<file path="src/logic/uart_str_pkg.sv">
/*
 * String link shared definitions.
 * Frame delimiter, default string capacity and the one-hot
 * state encodings of the transmit framer and receive deframer.
 */
package uart_str_pkg;

	localparam logic [7:0] DELIM       = 8'h26;  // ASCII "&".
	localparam int         DEF_MAX_LEN = 16;     // Bytes per string.

	typedef enum logic [6:0] {
		FTX_IDLE   = 7'b000_0001,
		FTX_HEAD1  = 7'b000_0010,  // First leading delimiter.
		FTX_HEAD2  = 7'b000_0100,  // Second leading delimiter.
		FTX_BODY   = 7'b000_1000,  // Content bytes.
		FTX_TAIL1  = 7'b001_0000,  // First trailing delimiter.
		FTX_TAIL2  = 7'b010_0000,  // Second trailing delimiter.
		FTX_FINISH = 7'b100_0000
	} ftx_state_t;

	typedef enum logic [4:0] {
		FRX_IDLE   = 5'b0_0001,
		FRX_HEAD1  = 5'b0_0010,  // One delimiter seen.
		FRX_BODY   = 5'b0_0100,  // Collecting content.
		FRX_ESC    = 5'b0_1000,  // Delimiter inside content.
		FRX_FINISH = 5'b1_0000
	} frx_state_t;

endpackage

</file>
<file path="src/logic/str_frame_rx.sv">
/*
 * String receive deframer.
 * Waits for "&&", collects content until "&&" arrives in a row and
 * presents the string with its length, saturating at MAX_LEN.
 */
module str_frame_rx #(
	parameter int MAX_LEN = uart_str_pkg::DEF_MAX_LEN
) (
	input  logic                         sys_clk,
	input  logic                         sys_rst_n,
	input  logic [7:0]                   byte_data,
	input  logic                         byte_vld,
	output logic [8*MAX_LEN-1:0]         rx_string,
	output logic [$clog2(MAX_LEN+1)-1:0] rx_length,
	output logic                         rx_busy,
	output logic                         rx_done
);
	import uart_str_pkg::*;

	localparam int               LEN_W = $clog2(MAX_LEN + 1);
	localparam logic [LEN_W-1:0] MAX_L = LEN_W'(MAX_LEN);

	frx_state_t state;
	logic       is_delim;
	logic       is_other;

	assign is_delim = byte_vld && (byte_data == DELIM);
	assign is_other = byte_vld && (byte_data != DELIM);
	assign rx_busy  = (state == FRX_HEAD1) || (state == FRX_BODY) || (state == FRX_ESC);
	assign rx_done  = (state == FRX_FINISH);

	always_ff @(posedge sys_clk or negedge sys_rst_n) begin
		if (!sys_rst_n) begin
			state     <= FRX_IDLE;
			rx_length <= '0;
		end else begin
			case (state)
				FRX_IDLE: if (is_delim)
					state <= FRX_HEAD1;
				FRX_HEAD1: begin
					if (is_delim) begin
						state     <= FRX_BODY;
						rx_length <= '0;  // New frame starts here.
					end else if (is_other) begin
						state <= FRX_IDLE;
					end
				end
				FRX_BODY: begin
					if (is_delim)
						state <= FRX_ESC;
					else if (is_other && rx_length != MAX_L)
						rx_length <= rx_length + 1'b1;
				end
				FRX_ESC: begin
					if (is_delim) begin
						state <= FRX_FINISH;
					end else if (is_other) begin
						// Lone delimiter, keep it and the byte after it.
						state     <= FRX_BODY;
						rx_length <= (rx_length >= MAX_L - 1'b1) ? MAX_L : rx_length + 2'd2;
					end
				end
				FRX_FINISH: state <= FRX_IDLE;
				default:    state <= FRX_IDLE;
			endcase
		end
	end

	always_ff @(posedge sys_clk) begin
		if (state == FRX_BODY && is_other && rx_length < MAX_L)
			rx_string[8 * rx_length +: 8] <= byte_data;
		if (state == FRX_ESC && is_other) begin
			if (rx_length < MAX_L)
				rx_string[8 * rx_length +: 8] <= DELIM;
			if (rx_length + 1 < MAX_LEN)
				rx_string[8 * (rx_length + 1) +: 8] <= byte_data;
		end
	end

	a_len_cap: assert property (@(posedge sys_clk) disable iff (!sys_rst_n)
		rx_length <= MAX_L)
		else $error("str_frame_rx: rx_length above MAX_LEN");

endmodule

</file>
<file path="src/logic/str_frame_tx.sv">
/*
 * String transmit framer.
 * Latches a string and its length, then hands "&&", the content
 * bytes and "&&" to the byte transmitter one at a time.
 */
module str_frame_tx #(
	parameter int MAX_LEN = uart_str_pkg::DEF_MAX_LEN
) (
	input  logic                         sys_clk,
	input  logic                         sys_rst_n,
	input  logic [8*MAX_LEN-1:0]         tx_string,
	input  logic [$clog2(MAX_LEN+1)-1:0] tx_length,
	input  logic                         tx_req,
	input  logic                         byte_done,
	output logic [7:0]                   byte_data,
	output logic                         byte_req,
	output logic                         tx_busy,
	output logic                         tx_done
);
	import uart_str_pkg::*;

	localparam int LEN_W = $clog2(MAX_LEN + 1);

	ftx_state_t           state;
	logic [8*MAX_LEN-1:0] str_buf;
	logic [LEN_W-1:0]     len_buf;
	logic [LEN_W-1:0]     idx;      // Content byte being sent.
	logic                 start;

	assign tx_busy   = (state != FTX_IDLE) && (state != FTX_FINISH);
	assign tx_done   = (state == FTX_FINISH);
	assign start     = tx_req && (tx_length != '0) && !tx_busy;
	assign byte_data = (state == FTX_BODY) ? str_buf[8 * idx +: 8] : DELIM;

	always_ff @(posedge sys_clk or negedge sys_rst_n) begin
		if (!sys_rst_n) begin
			state    <= FTX_IDLE;
			byte_req <= 1'b0;
			idx      <= '0;
		end else begin
			byte_req <= 1'b0;
			case (state)
				FTX_IDLE, FTX_FINISH: begin
					if (start) begin
						state    <= FTX_HEAD1;
						byte_req <= 1'b1;
						idx      <= '0;
					end else begin
						state <= FTX_IDLE;
					end
				end
				FTX_HEAD1: if (byte_done) begin
					state    <= FTX_HEAD2;
					byte_req <= 1'b1;
				end
				FTX_HEAD2: if (byte_done) begin
					state    <= FTX_BODY;  // Byte 0 goes out next.
					byte_req <= 1'b1;
				end
				FTX_BODY: if (byte_done) begin
					byte_req <= 1'b1;
					if (idx == len_buf - 1'b1)
						state <= FTX_TAIL1;
					else
						idx <= idx + 1'b1;
				end
				FTX_TAIL1: if (byte_done) begin
					state    <= FTX_TAIL2;
					byte_req <= 1'b1;
				end
				FTX_TAIL2: if (byte_done)
					state <= FTX_FINISH;
				default: state <= FTX_IDLE;
			endcase
		end
	end

	always_ff @(posedge sys_clk) begin
		if (start) begin
			str_buf <= tx_string;
			len_buf <= tx_length;
		end
	end

	// One request per state, each paced by the previous byte_done.
	a_req_single: assert property (@(posedge sys_clk) disable iff (!sys_rst_n)
		byte_req |=> !byte_req until byte_done)
		else $error("str_frame_tx: second byte_req before byte_done");
	a_done_pulse: assert property (@(posedge sys_clk) disable iff (!sys_rst_n)
		tx_done |=> !tx_done)
		else $error("str_frame_tx: tx_done longer than one cycle");

endmodule

</file>
<file path="src/logic/uart_rx.sv">
/*
 * UART byte receiver, 8N1.
 * Synchronizes the line, samples each bit at mid-bit and strobes
 * byte_vld for every byte whose stop bit is high.
 */
module uart_rx #(
	parameter int CLK_HZ    = 50_000_000,
	parameter int BAUD_RATE = 115_200
) (
	input  logic       sys_clk,
	input  logic       sys_rst_n,
	input  logic       rx,
	output logic [7:0] byte_data,
	output logic       byte_vld
);
	localparam int               BIT_CYC  = CLK_HZ / BAUD_RATE;
	localparam int               CNT_W    = $clog2(BIT_CYC + 1);
	localparam logic [CNT_W-1:0] BIT_LAST = CNT_W'(BIT_CYC - 1);
	localparam logic [CNT_W-1:0] BIT_MID  = CNT_W'(BIT_CYC / 2);

	logic [2:0]       rx_sync;   // Two sync stages plus edge history.
	logic             line;
	logic             fall;
	logic             active;
	logic [CNT_W-1:0] baud_cnt;
	logic [3:0]       bit_cnt;   // 0 start, 1..8 data, 9 stop.
	logic             mid;
	logic [7:0]       shift;

	assign line = rx_sync[1];
	assign fall = rx_sync[2] && !rx_sync[1];
	assign mid  = active && (baud_cnt == BIT_MID);

	always_ff @(posedge sys_clk or negedge sys_rst_n) begin
		if (!sys_rst_n)
			rx_sync <= 3'b111;
		else
			rx_sync <= {rx_sync[1:0], rx};
	end

	always_ff @(posedge sys_clk or negedge sys_rst_n) begin
		if (!sys_rst_n) begin
			active   <= 1'b0;
			baud_cnt <= '0;
			bit_cnt  <= '0;
			byte_vld <= 1'b0;
		end else begin
			byte_vld <= 1'b0;
			if (!active) begin
				if (fall) begin
					active   <= 1'b1;
					baud_cnt <= '0;
					bit_cnt  <= '0;
				end
			end else begin
				if (baud_cnt == BIT_LAST) begin
					baud_cnt <= '0;
					bit_cnt  <= bit_cnt + 4'd1;
				end else begin
					baud_cnt <= baud_cnt + 1'b1;
				end
				if (mid && bit_cnt == 4'd0 && line)
					active <= 1'b0;  // False start, back to idle.
				else if (mid && bit_cnt == 4'd9) begin
					active   <= 1'b0;
					byte_vld <= line;  // Low stop bit drops the byte.
				end
			end
		end
	end

	always_ff @(posedge sys_clk) begin
		if (mid && bit_cnt >= 4'd1 && bit_cnt <= 4'd8)
			shift <= {line, shift[7:1]};  // LSB arrives first.
		if (mid && bit_cnt == 4'd9 && line)
			byte_data <= shift;
	end

endmodule

</file>
<file path="src/logic/uart_string_handle.sv">
/*
 * UART string link top level.
 * Joins the transmit framer and the 8N2 byte transmitter, and the
 * 8N1 byte receiver and the receive deframer.
 */
module uart_string_handle #(
	parameter int CLK_HZ    = 50_000_000,
	parameter int BAUD_RATE = 115_200,
	parameter int MAX_LEN   = uart_str_pkg::DEF_MAX_LEN
) (
	input  logic                         sys_clk,
	input  logic                         sys_rst_n,
	input  logic [8*MAX_LEN-1:0]         tx_string,
	input  logic [$clog2(MAX_LEN+1)-1:0] tx_length,
	input  logic                         tx_req,
	input  logic                         uart_rx_port,
	output logic                         tx_busy,
	output logic                         tx_done,
	output logic [8*MAX_LEN-1:0]         rx_string,
	output logic [$clog2(MAX_LEN+1)-1:0] rx_length,
	output logic                         rx_busy,
	output logic                         rx_done,
	output logic                         uart_tx_port
);
	logic [7:0] tx_byte;        // Framer to transmitter.
	logic       tx_byte_req;
	logic       tx_byte_done;
	logic [7:0] rx_byte;        // Receiver to deframer.
	logic       rx_byte_vld;

	str_frame_tx #(.MAX_LEN(MAX_LEN)) i_frame_tx (
		.sys_clk   (sys_clk),
		.sys_rst_n (sys_rst_n),
		.tx_string (tx_string),
		.tx_length (tx_length),
		.tx_req    (tx_req),
		.byte_done (tx_byte_done),
		.byte_data (tx_byte),
		.byte_req  (tx_byte_req),
		.tx_busy   (tx_busy),
		.tx_done   (tx_done)
	);

	str_frame_rx #(.MAX_LEN(MAX_LEN)) i_frame_rx (
		.sys_clk   (sys_clk),
		.sys_rst_n (sys_rst_n),
		.byte_data (rx_byte),
		.byte_vld  (rx_byte_vld),
		.rx_string (rx_string),
		.rx_length (rx_length),
		.rx_busy   (rx_busy),
		.rx_done   (rx_done)
	);

	uart_tx #(.CLK_HZ(CLK_HZ), .BAUD_RATE(BAUD_RATE)) i_uart_tx (
		.sys_clk   (sys_clk),
		.sys_rst_n (sys_rst_n),
		.byte_data (tx_byte),
		.byte_req  (tx_byte_req),
		.tx        (uart_tx_port),
		.byte_done (tx_byte_done)
	);

	uart_rx #(.CLK_HZ(CLK_HZ), .BAUD_RATE(BAUD_RATE)) i_uart_rx (
		.sys_clk   (sys_clk),
		.sys_rst_n (sys_rst_n),
		.rx        (uart_rx_port),
		.byte_data (rx_byte),
		.byte_vld  (rx_byte_vld)
	);

endmodule

</file>
<file path="src/logic/uart_tx.sv">
/*
 * UART byte transmitter, 8N2.
 * Sends a start bit, eight data bits LSB first and two stop bits,
 * then pulses byte_done at the end of the last stop bit.
 */
module uart_tx #(
	parameter int CLK_HZ    = 50_000_000,
	parameter int BAUD_RATE = 115_200
) (
	input  logic       sys_clk,
	input  logic       sys_rst_n,
	input  logic [7:0] byte_data,
	input  logic       byte_req,
	output logic       tx,
	output logic       byte_done
);
	localparam int               BIT_CYC  = CLK_HZ / BAUD_RATE;
	localparam int               CNT_W    = $clog2(BIT_CYC + 1);
	localparam logic [CNT_W-1:0] BIT_LAST = CNT_W'(BIT_CYC - 1);

	logic             busy;
	logic [CNT_W-1:0] baud_cnt;
	logic [3:0]       bit_cnt;   // 0 start, 1..8 data, 9..10 stop.
	logic [9:0]       shift;     // Remaining data and stop bits.
	logic             bit_end;

	assign bit_end = busy && (baud_cnt == BIT_LAST);

	always_ff @(posedge sys_clk or negedge sys_rst_n) begin
		if (!sys_rst_n) begin
			busy      <= 1'b0;
			baud_cnt  <= '0;
			bit_cnt   <= '0;
			tx        <= 1'b1;  // Line idles high.
			byte_done <= 1'b0;
		end else begin
			byte_done <= 1'b0;
			if (!busy) begin
				if (byte_req) begin
					busy     <= 1'b1;
					baud_cnt <= '0;
					bit_cnt  <= '0;
					tx       <= 1'b0;  // Start bit.
				end
			end else if (bit_end) begin
				baud_cnt <= '0;
				if (bit_cnt == 4'd10) begin
					busy      <= 1'b0;
					byte_done <= 1'b1;
					tx        <= 1'b1;
				end else begin
					bit_cnt <= bit_cnt + 4'd1;
					tx      <= shift[0];
				end
			end else begin
				baud_cnt <= baud_cnt + 1'b1;
			end
		end
	end

	always_ff @(posedge sys_clk) begin
		if (!busy && byte_req)
			shift <= {2'b11, byte_data};  // Stop bits ride above the data.
		else if (bit_end)
			shift <= {1'b1, shift[9:1]};
	end

	// The framer must wait for byte_done before the next request.
	a_no_req_busy: assert property (@(posedge sys_clk) disable iff (!sys_rst_n)
		byte_req |-> !busy)
		else $error("uart_tx: byte_req while a byte is on the line");

endmodule

</file>
<file path="config.mk">
export PLATFORM = sky130hd
export DESIGN_NAME = uart_string_handle
export DESIGN_NICKNAME = d
export VERILOG_FILES = /design/src/logic/uart_str_pkg.sv /design/src/logic/str_frame_rx.sv /design/src/logic/str_frame_tx.sv /design/src/logic/uart_rx.sv /design/src/logic/uart_string_handle.sv /design/src/logic/uart_tx.sv
export SDC_FILE = /design/constraint.sdc
export NUM_CORES = 1
export LEC_CHECK = 0
export ABC_AREA = 0
export BUFFER_PORTS_ARGS = -buffer_cell sky130_fd_sc_hd__buf_2
export CORE_MARGIN = 8
export CORE_UTILIZATION = 45
export DETAILED_ROUTE_END_ITERATION = 8
export PLACE_DENSITY = 0.71
export SKIP_CTS_REPAIR_TIMING = 1
export SLEW_MARGIN = 40
export SYNTH_ARGS = -nofsm -noshare
export SYNTH_HDL_FRONTEND = slang
export SYNTH_HIERARCHICAL = 1
export SYNTH_SLANG_ARGS = --single-unit
</file>
<file path="constraint.sdc">
create_clock -name sys_clk -period 9.2 [get_ports sys_clk]
set_input_delay 0.92 -clock sys_clk [delete_from_list [all_inputs] [get_ports sys_clk]]
set_output_delay 0.92 -clock sys_clk [all_outputs]
set_load 0.01 [all_outputs]
</file>
Word-level counts from Yosys, hierarchy flattened
Index checks and enable logic that the tools add are counted.
- add/sub/neg operators: 11
- multipliers: 0
- div/mod/pow operators: 0
- magnitude comparators: 5
- equality and inequality tests: 43
- shifts and indexed selects: 6
- multiplexer cells: 71
- bitwise gates (word level): 0
- reductions and logical operators: 40
- operator list (operator ; number):
    2-to-1 mux 128 bit ; 5
    bitwise mux 128 bit ; 3
    variable shift 8 x 34 -> 128 bit, first input constant ; 2
    indexed part select 8 x 34 -> 128 bit ; 2
    indexed part select 128 x 9 -> 8 bit ; 1
    indexed part select 8 x 34 -> 128 bit, first input constant ; 1
    2-to-1 mux 5 bit ; 15
    2-to-1 mux 9 bit ; 6
    2-to-1 mux 7 bit ; 6
    one-hot mux 7 bit (6 select lines) ; 1
    negator 32 -> 34 bit ; 1
    negator 8 -> 34 bit ; 1
    < comparator 32 x 5 -> 1 bit, second input constant ; 1
    2-to-1 mux 4 bit ; 7
    2-to-1 mux 8 bit ; 3
    inequality test 2 x 1 -> 1 bit, second input constant ; 11
    2-to-1 mux 1 bit ; 20
    one-hot mux 5 bit (4 select lines) ; 1
    logical AND 1 bit ; 19
    adder 9 x 1 -> 9 bit, second input constant ; 2
    == test 9 bit, second input constant ; 2
    one-hot mux 5 bit (3 select lines) ; 1
    inequality test 2 bit, second input constant ; 7
    AND reduction 6 bit ; 2
    44 further kinds ; 56
- register bits after elaboration: 342
- latch bits: 0
- memory bits (writable): 0
- memory bits (read-only): 0
- input bits: 137
- output and inout bits: 138
- logic and storage cells: 197
- memories: 0

Longest topological paths before layout
- word-level depth: 11
- depth in mapped cells: 16
- gate-level depth less buffers: 14

Modules after synthesis
The synthesis kept the hierarchy.
- modules (own cells, without submodules) (module ; times used ; cells an instance ; area an instance (sq um) ; seq. area each (sq um)):
    str_frame_rx ; 1 ; 1055 ; 8577.0 ; 2813.9
    str_frame_tx ; 1 ; 307 ; 5960.7 ; 4320.4
    uart_rx ; 1 ; 119 ; 1496.4 ; 934.6
    uart_tx ; 1 ; 127 ; 1257.5 ; 641.9

Worst setup path after synthesis
Ideal clock, no wire load.
- path type: input to register
- start: input port tx_length[3]
- end: register i_frame_tx.idx[1]
- library setup time: 0.127 ns
- data arrival time: 5.500 ns
- required time: 9.073 ns
- slack: 3.573 ns
- cell stages on the path: 6
- buffers on the path: 1
- cell sequence: or4_1 -> o21a_1 -> nor2b_1 -> clkbuf_1 -> nor2b_1 -> mux2_4
- longest elaborated chain between the ends: 5
- ends and longest elaborated chain (what ; RTL line ; text):
    start, declared ; uart_string_handle.sv:14 ; input logic [$clog2(MAX_LEN+1)-1:0] tx_length,
    nonzero test 5 bit ; str_frame_tx.sv:32 ; assign start = tx_req && (tx_length != '0) && !tx_busy;
    logical AND 1 bit (2 in a row) ; str_frame_tx.sv:32 ;
    net i_frame_tx.start ; str_frame_tx.sv:28 ; logic start;
    inequality test 2 x 1 -> 1 bit (no line) ; n/a ;
    AND reduction 4 bit (no line) ; n/a ;
    end signal, assigned ; str_frame_tx.sv:65 ; idx <= idx + 1'b1;
    end, declared ; str_frame_tx.sv:27 ; logic [LEN_W-1:0] idx;
The timed path passes the listed nets, and every way through them passes these cells.
A chain may end at the register's enable or synchronous reset.

Worst setup path in the final report
- start: register i_frame_rx.rx_length[3]
- end: register i_frame_rx.rx_string[21]
- longest elaborated chain between the ends: 10
- elaborated cells on any way between the ends: 19
- those cells by class: 3 x add/sub; 2 x order compare; 5 x shift; 8 x mux; 1 x reduce/logical
- ends and longest elaborated chain (what ; RTL line ; text):
    start, declared ; str_frame_rx.sv:14 ; output logic [$clog2(MAX_LEN+1)-1:0] rx_length,
    start signal, assigned ; str_frame_rx.sv:52 ; rx_length <= rx_length + 1'b1;
    start signal, assigned ; str_frame_rx.sv:60 ; rx_length <= (rx_length >= MAX_L - 1'b1) ? MAX_L : rx_length + 2'd2;
    parallel branches: the longest is 9 deep, another holds negator 32 -> 34 bit ; n/a ;
    2-to-1 mux 128 bit (*) ; str_frame_rx.sv:72 ; if (state == FRX_ESC && is_other) begin
    end signal, assigned by index ; str_frame_rx.sv:71 ; rx_string[8 * rx_length +: 8] <= byte_data;
    end signal, assigned by index ; str_frame_rx.sv:76 ; rx_string[8 * (rx_length + 1) +: 8] <= byte_data;
    end, declared ; str_frame_rx.sv:13 ; output logic [8*MAX_LEN-1:0] rx_string,
Mark *: on every way between the ends. The select of a mux whose other input is x is not followed.

==> run metrics <==
CTS buffer count=38; RR Startpoint=i_frame_rx/rx_length[3]; leakage=8.35 nW; VDD IR max=210 uV; Initial Utilization=0.452; status=complete, no violations; hold_sp=i_uart_rx/rx_sync[0]; Final Setup Violations=0; CP Max Fanout=20; total track usage=0.235; Rows=between 70 and 80; Worst slew margin=0.424; Yosys reg bits=342; Chip Width=212 um; layout cells sized above 1=0.250; CORE AREA=between 30000 and 40000 sq um; port buffer count=274; Routed Antenna Nets=0; Routed Wire Length=54700 um; clk_lat worst skew=approximately 0.57 ns; NumNets Final=2011; PwrDens=184 nW/um^2; critical path's slowest cell=dfrtp_1; vias post-DR=14600; # placed instances=2329; pin count of the biggest net entering global routing=91; WL/cell=approximately 23 um; Fmax=205 MHz; final cell count without fillers=2398; Crit path buffers/inverters=2; hold path cells=0; Ys Warns=6; Crit Path Class=reg -> reg; Tcrit/Tclk final=0.530; Detailed Routing Iterations Pass 1=6; CTS sink cnt=342; synthesized instance count=~1600; H-tree Lvls=2; Top FF cell, synth=edfxtp_1; critical path endpoint category=register; Top Ports=275; Die Y=about 210 um; fin util=0.534; sequential area share after synthesis=0.504; die area=45000 sq um; syn_area_per_cell=10.8 sq um; Worst Max-Slew Pin Slew=0.864 ns; reg-to-reg slack, setup=~4.3 ns; RSZ-0062 raised after global routing=false; worst-path cell chain=inv_1 > nor3_1 > ha_1 > inv_1 > nor3_1 > nand2_1 > ha_1 > nand2b_1 > or3_1 > nor2_1 > nand3_1 > a21oi_1 > o22ai_1; Synth Cell Area=17300 sq um; GPL Wtd Cong=0.993; required time of the worst setup path=9.62 ns; max incr delay on CP=0.78 ns; startpoint type of the worst setup path=register; GRT overflow=0; area delta synth->final=18.2%; worst r2r dst=i_frame_rx/rx_string[21]; Async SR Flop Fraction=0.167; Hold EP=i_uart_rx/rx_sync[1]; post-synthesis cell type count=98; Design Area, Final=20400 sq um; HP Class=reg -> reg; hold slack=0.362 ns; Tmin final=4.88 ns; DP Area=roughly 19000 sq um; initial antenna violation count=4; WP data arrival=5.30 ns; count of final max-slew check failures=0; Max Cap Viol=0; hpwl dp=39800 um; family with the most delay on the worst path=simple AND/OR/NAND/NOR gates; drt initial violations=1498; vias in the first global route=between 10000 and 15000; Root Driver=clkbuf_16; CTS tree=done; Post-synth EDFFs=157; Reg clk slew, reported paths=0.06 ns; CTS Buffer Depth=3; final hold vios=0; R2R cell count=13; TNS Setup=0 ns; Worst Clk Skew=0.0291 ns; DR vias/cell=6.10; number of remaining DRC errors=0; syn_nets=1766; first-pass GRT wire length=slightly above 80000 um
## cell families (layout without fill, tap and decap cells)
family          count (synthesis)  after routing  share of synthesized area
flops                         342            342                      0.504
simple gates                  587            587                      0.181
xor+xnor                       26             26                     0.0132
compound gates                369            369                      0.148
fa+ha+maj                      21             21                     0.0152
mux                           136            136                      0.107
other cells                     0              2                          0
buf+inv                       127            397                     0.0323
## power by group
group | total, mW | internal (mW) | switching [mW]
logic | 0.351 | 0.158 | 0.194
clock network | 1.50 | 0.870 | 0.634
registers | 1.92 | 1.82 | 0.0998
total | 3.77 | 2.84 | 0.927
## state kept, by name, indices dropped and copies added (netlist names)
name / cells
i_frame_rx/rx_string: 128
i_frame_tx/str_buf: 128
i_uart_rx/baud_cnt: 9
i_uart_tx/baud_cnt: 9
i_uart_rx/byte_data: 8
i_uart_rx/shift: 8
i_uart_tx/shift: 8
i_frame_tx/state: 7
i_frame_rx/rx_length: 5
i_frame_rx/state: 5
i_frame_tx/idx: 5
i_frame_tx/len_buf: 5
i_uart_rx/bit_cnt: 4
i_uart_tx/bit_cnt: 4
i_uart_rx/rx_sync: 3
i_frame_tx/byte_req: 1
i_uart_rx/active: 1
i_uart_rx/byte_vld: 1
i_uart_tx/busy: 1
i_uart_tx/byte_done: 1
i_uart_tx/tx: 1
## final cells by class
class	count	area [sq um]
Fill cell	3329	17800
Sequential cell	342	8710
Multi-Input combinational cell	1139	8130
Timing Repair Buffer	302	1600
Clock buffer	47	1000
Tap cell	518	648
Clock inverter	18	229
Inverter	30	113
Antenna cell	2	5.00
## per-stage QoR
step	total power [mW]	setup WS (ns)
floorplan	2.21	3.57
global placement	2.27	4.68
detailed placement	2.30	4.49
CTS	3.81	4.45
global route	3.92	3.88
finish	3.77	4.32
## cells in the mapped netlist, types with 13 or more instances
cell	number	area share
nand2_1	163	0.035
and2_1	31	0.011
o21ai_0	71	0.021
dfrtp_1	51	0.074
nand4_1	28	0.010
mux4_2	37	0.048
a31oi_1	20	0.0072
o22ai_1	42	0.015
dfxtp_1	128	0.15
a21oi_1	56	0.016
nor2_1	100	0.022
a211oi_1	26	0.011
ha_1	21	0.015
edfxtp_1	157	0.27
mux2i_1	89	0.052
or3_1	14	0.0051
nor3b_1	14	0.0061
nand3_1	69	0.020
xnor2_1	16	0.0081
inv_1	30	0.0065
nor3_1	44	0.013
buf_2	23	0.0067
nor4_1	13	0.0047
nor2b_1	16	0.0058
and3_1	19	0.0069
clkbuf_1	55	0.012
## cells in the final DEF, fill, tap and decap left out, types with 37 or more instances in the layout
cell type,synthesis,layout
nor3_1,44,41
nand3_1,69,69
buf_2,23,274
nand2_1,163,163
mux4_2,37,37
mux2i_1,89,89
o22ai_1,42,42
dfxtp_1,128,128
dfrtp_1,51,49
nor2_1,100,100
edfxtp_1,157,157
clkbuf_16,0,38
a21oi_1,56,55
o21ai_0,71,70
## worst max-delay path by stage
stage	startpoint	endpoint	slack, ns	depth (start not counted)
2_1_floorplan	tx_length[3]	i_frame_tx/idx[1]	3.57	6
3_3_place_gp	i_frame_rx/rx_length[1]	i_frame_rx/rx_string[21]	4.68	14
3_5_place_dp	i_frame_rx/rx_length[1]	i_frame_rx/rx_string[21]	4.49	14
4_1_cts	i_frame_rx/rx_length[1]	i_frame_rx/rx_string[22]	4.45	14
5_1_grt	i_frame_rx/rx_length[1]	i_frame_rx/rx_string[90]	3.88	13
6_report	i_frame_rx/rx_length[3]	i_frame_rx/rx_string[21]	4.32	13
## layer usage
layer | wire length [um] | global-route usage | vias up
li1 | - | - | 6626
met1 | 21500 | 0.293 | 7059
met2 | 25300 | 0.378 | 781
met3 | 5200 | 0.0578 | 169
met4 | 2710 | 0.122 | 2
met5 | 13 | 0 | -
No activity file was read; power rests on OpenSTA's default activity.
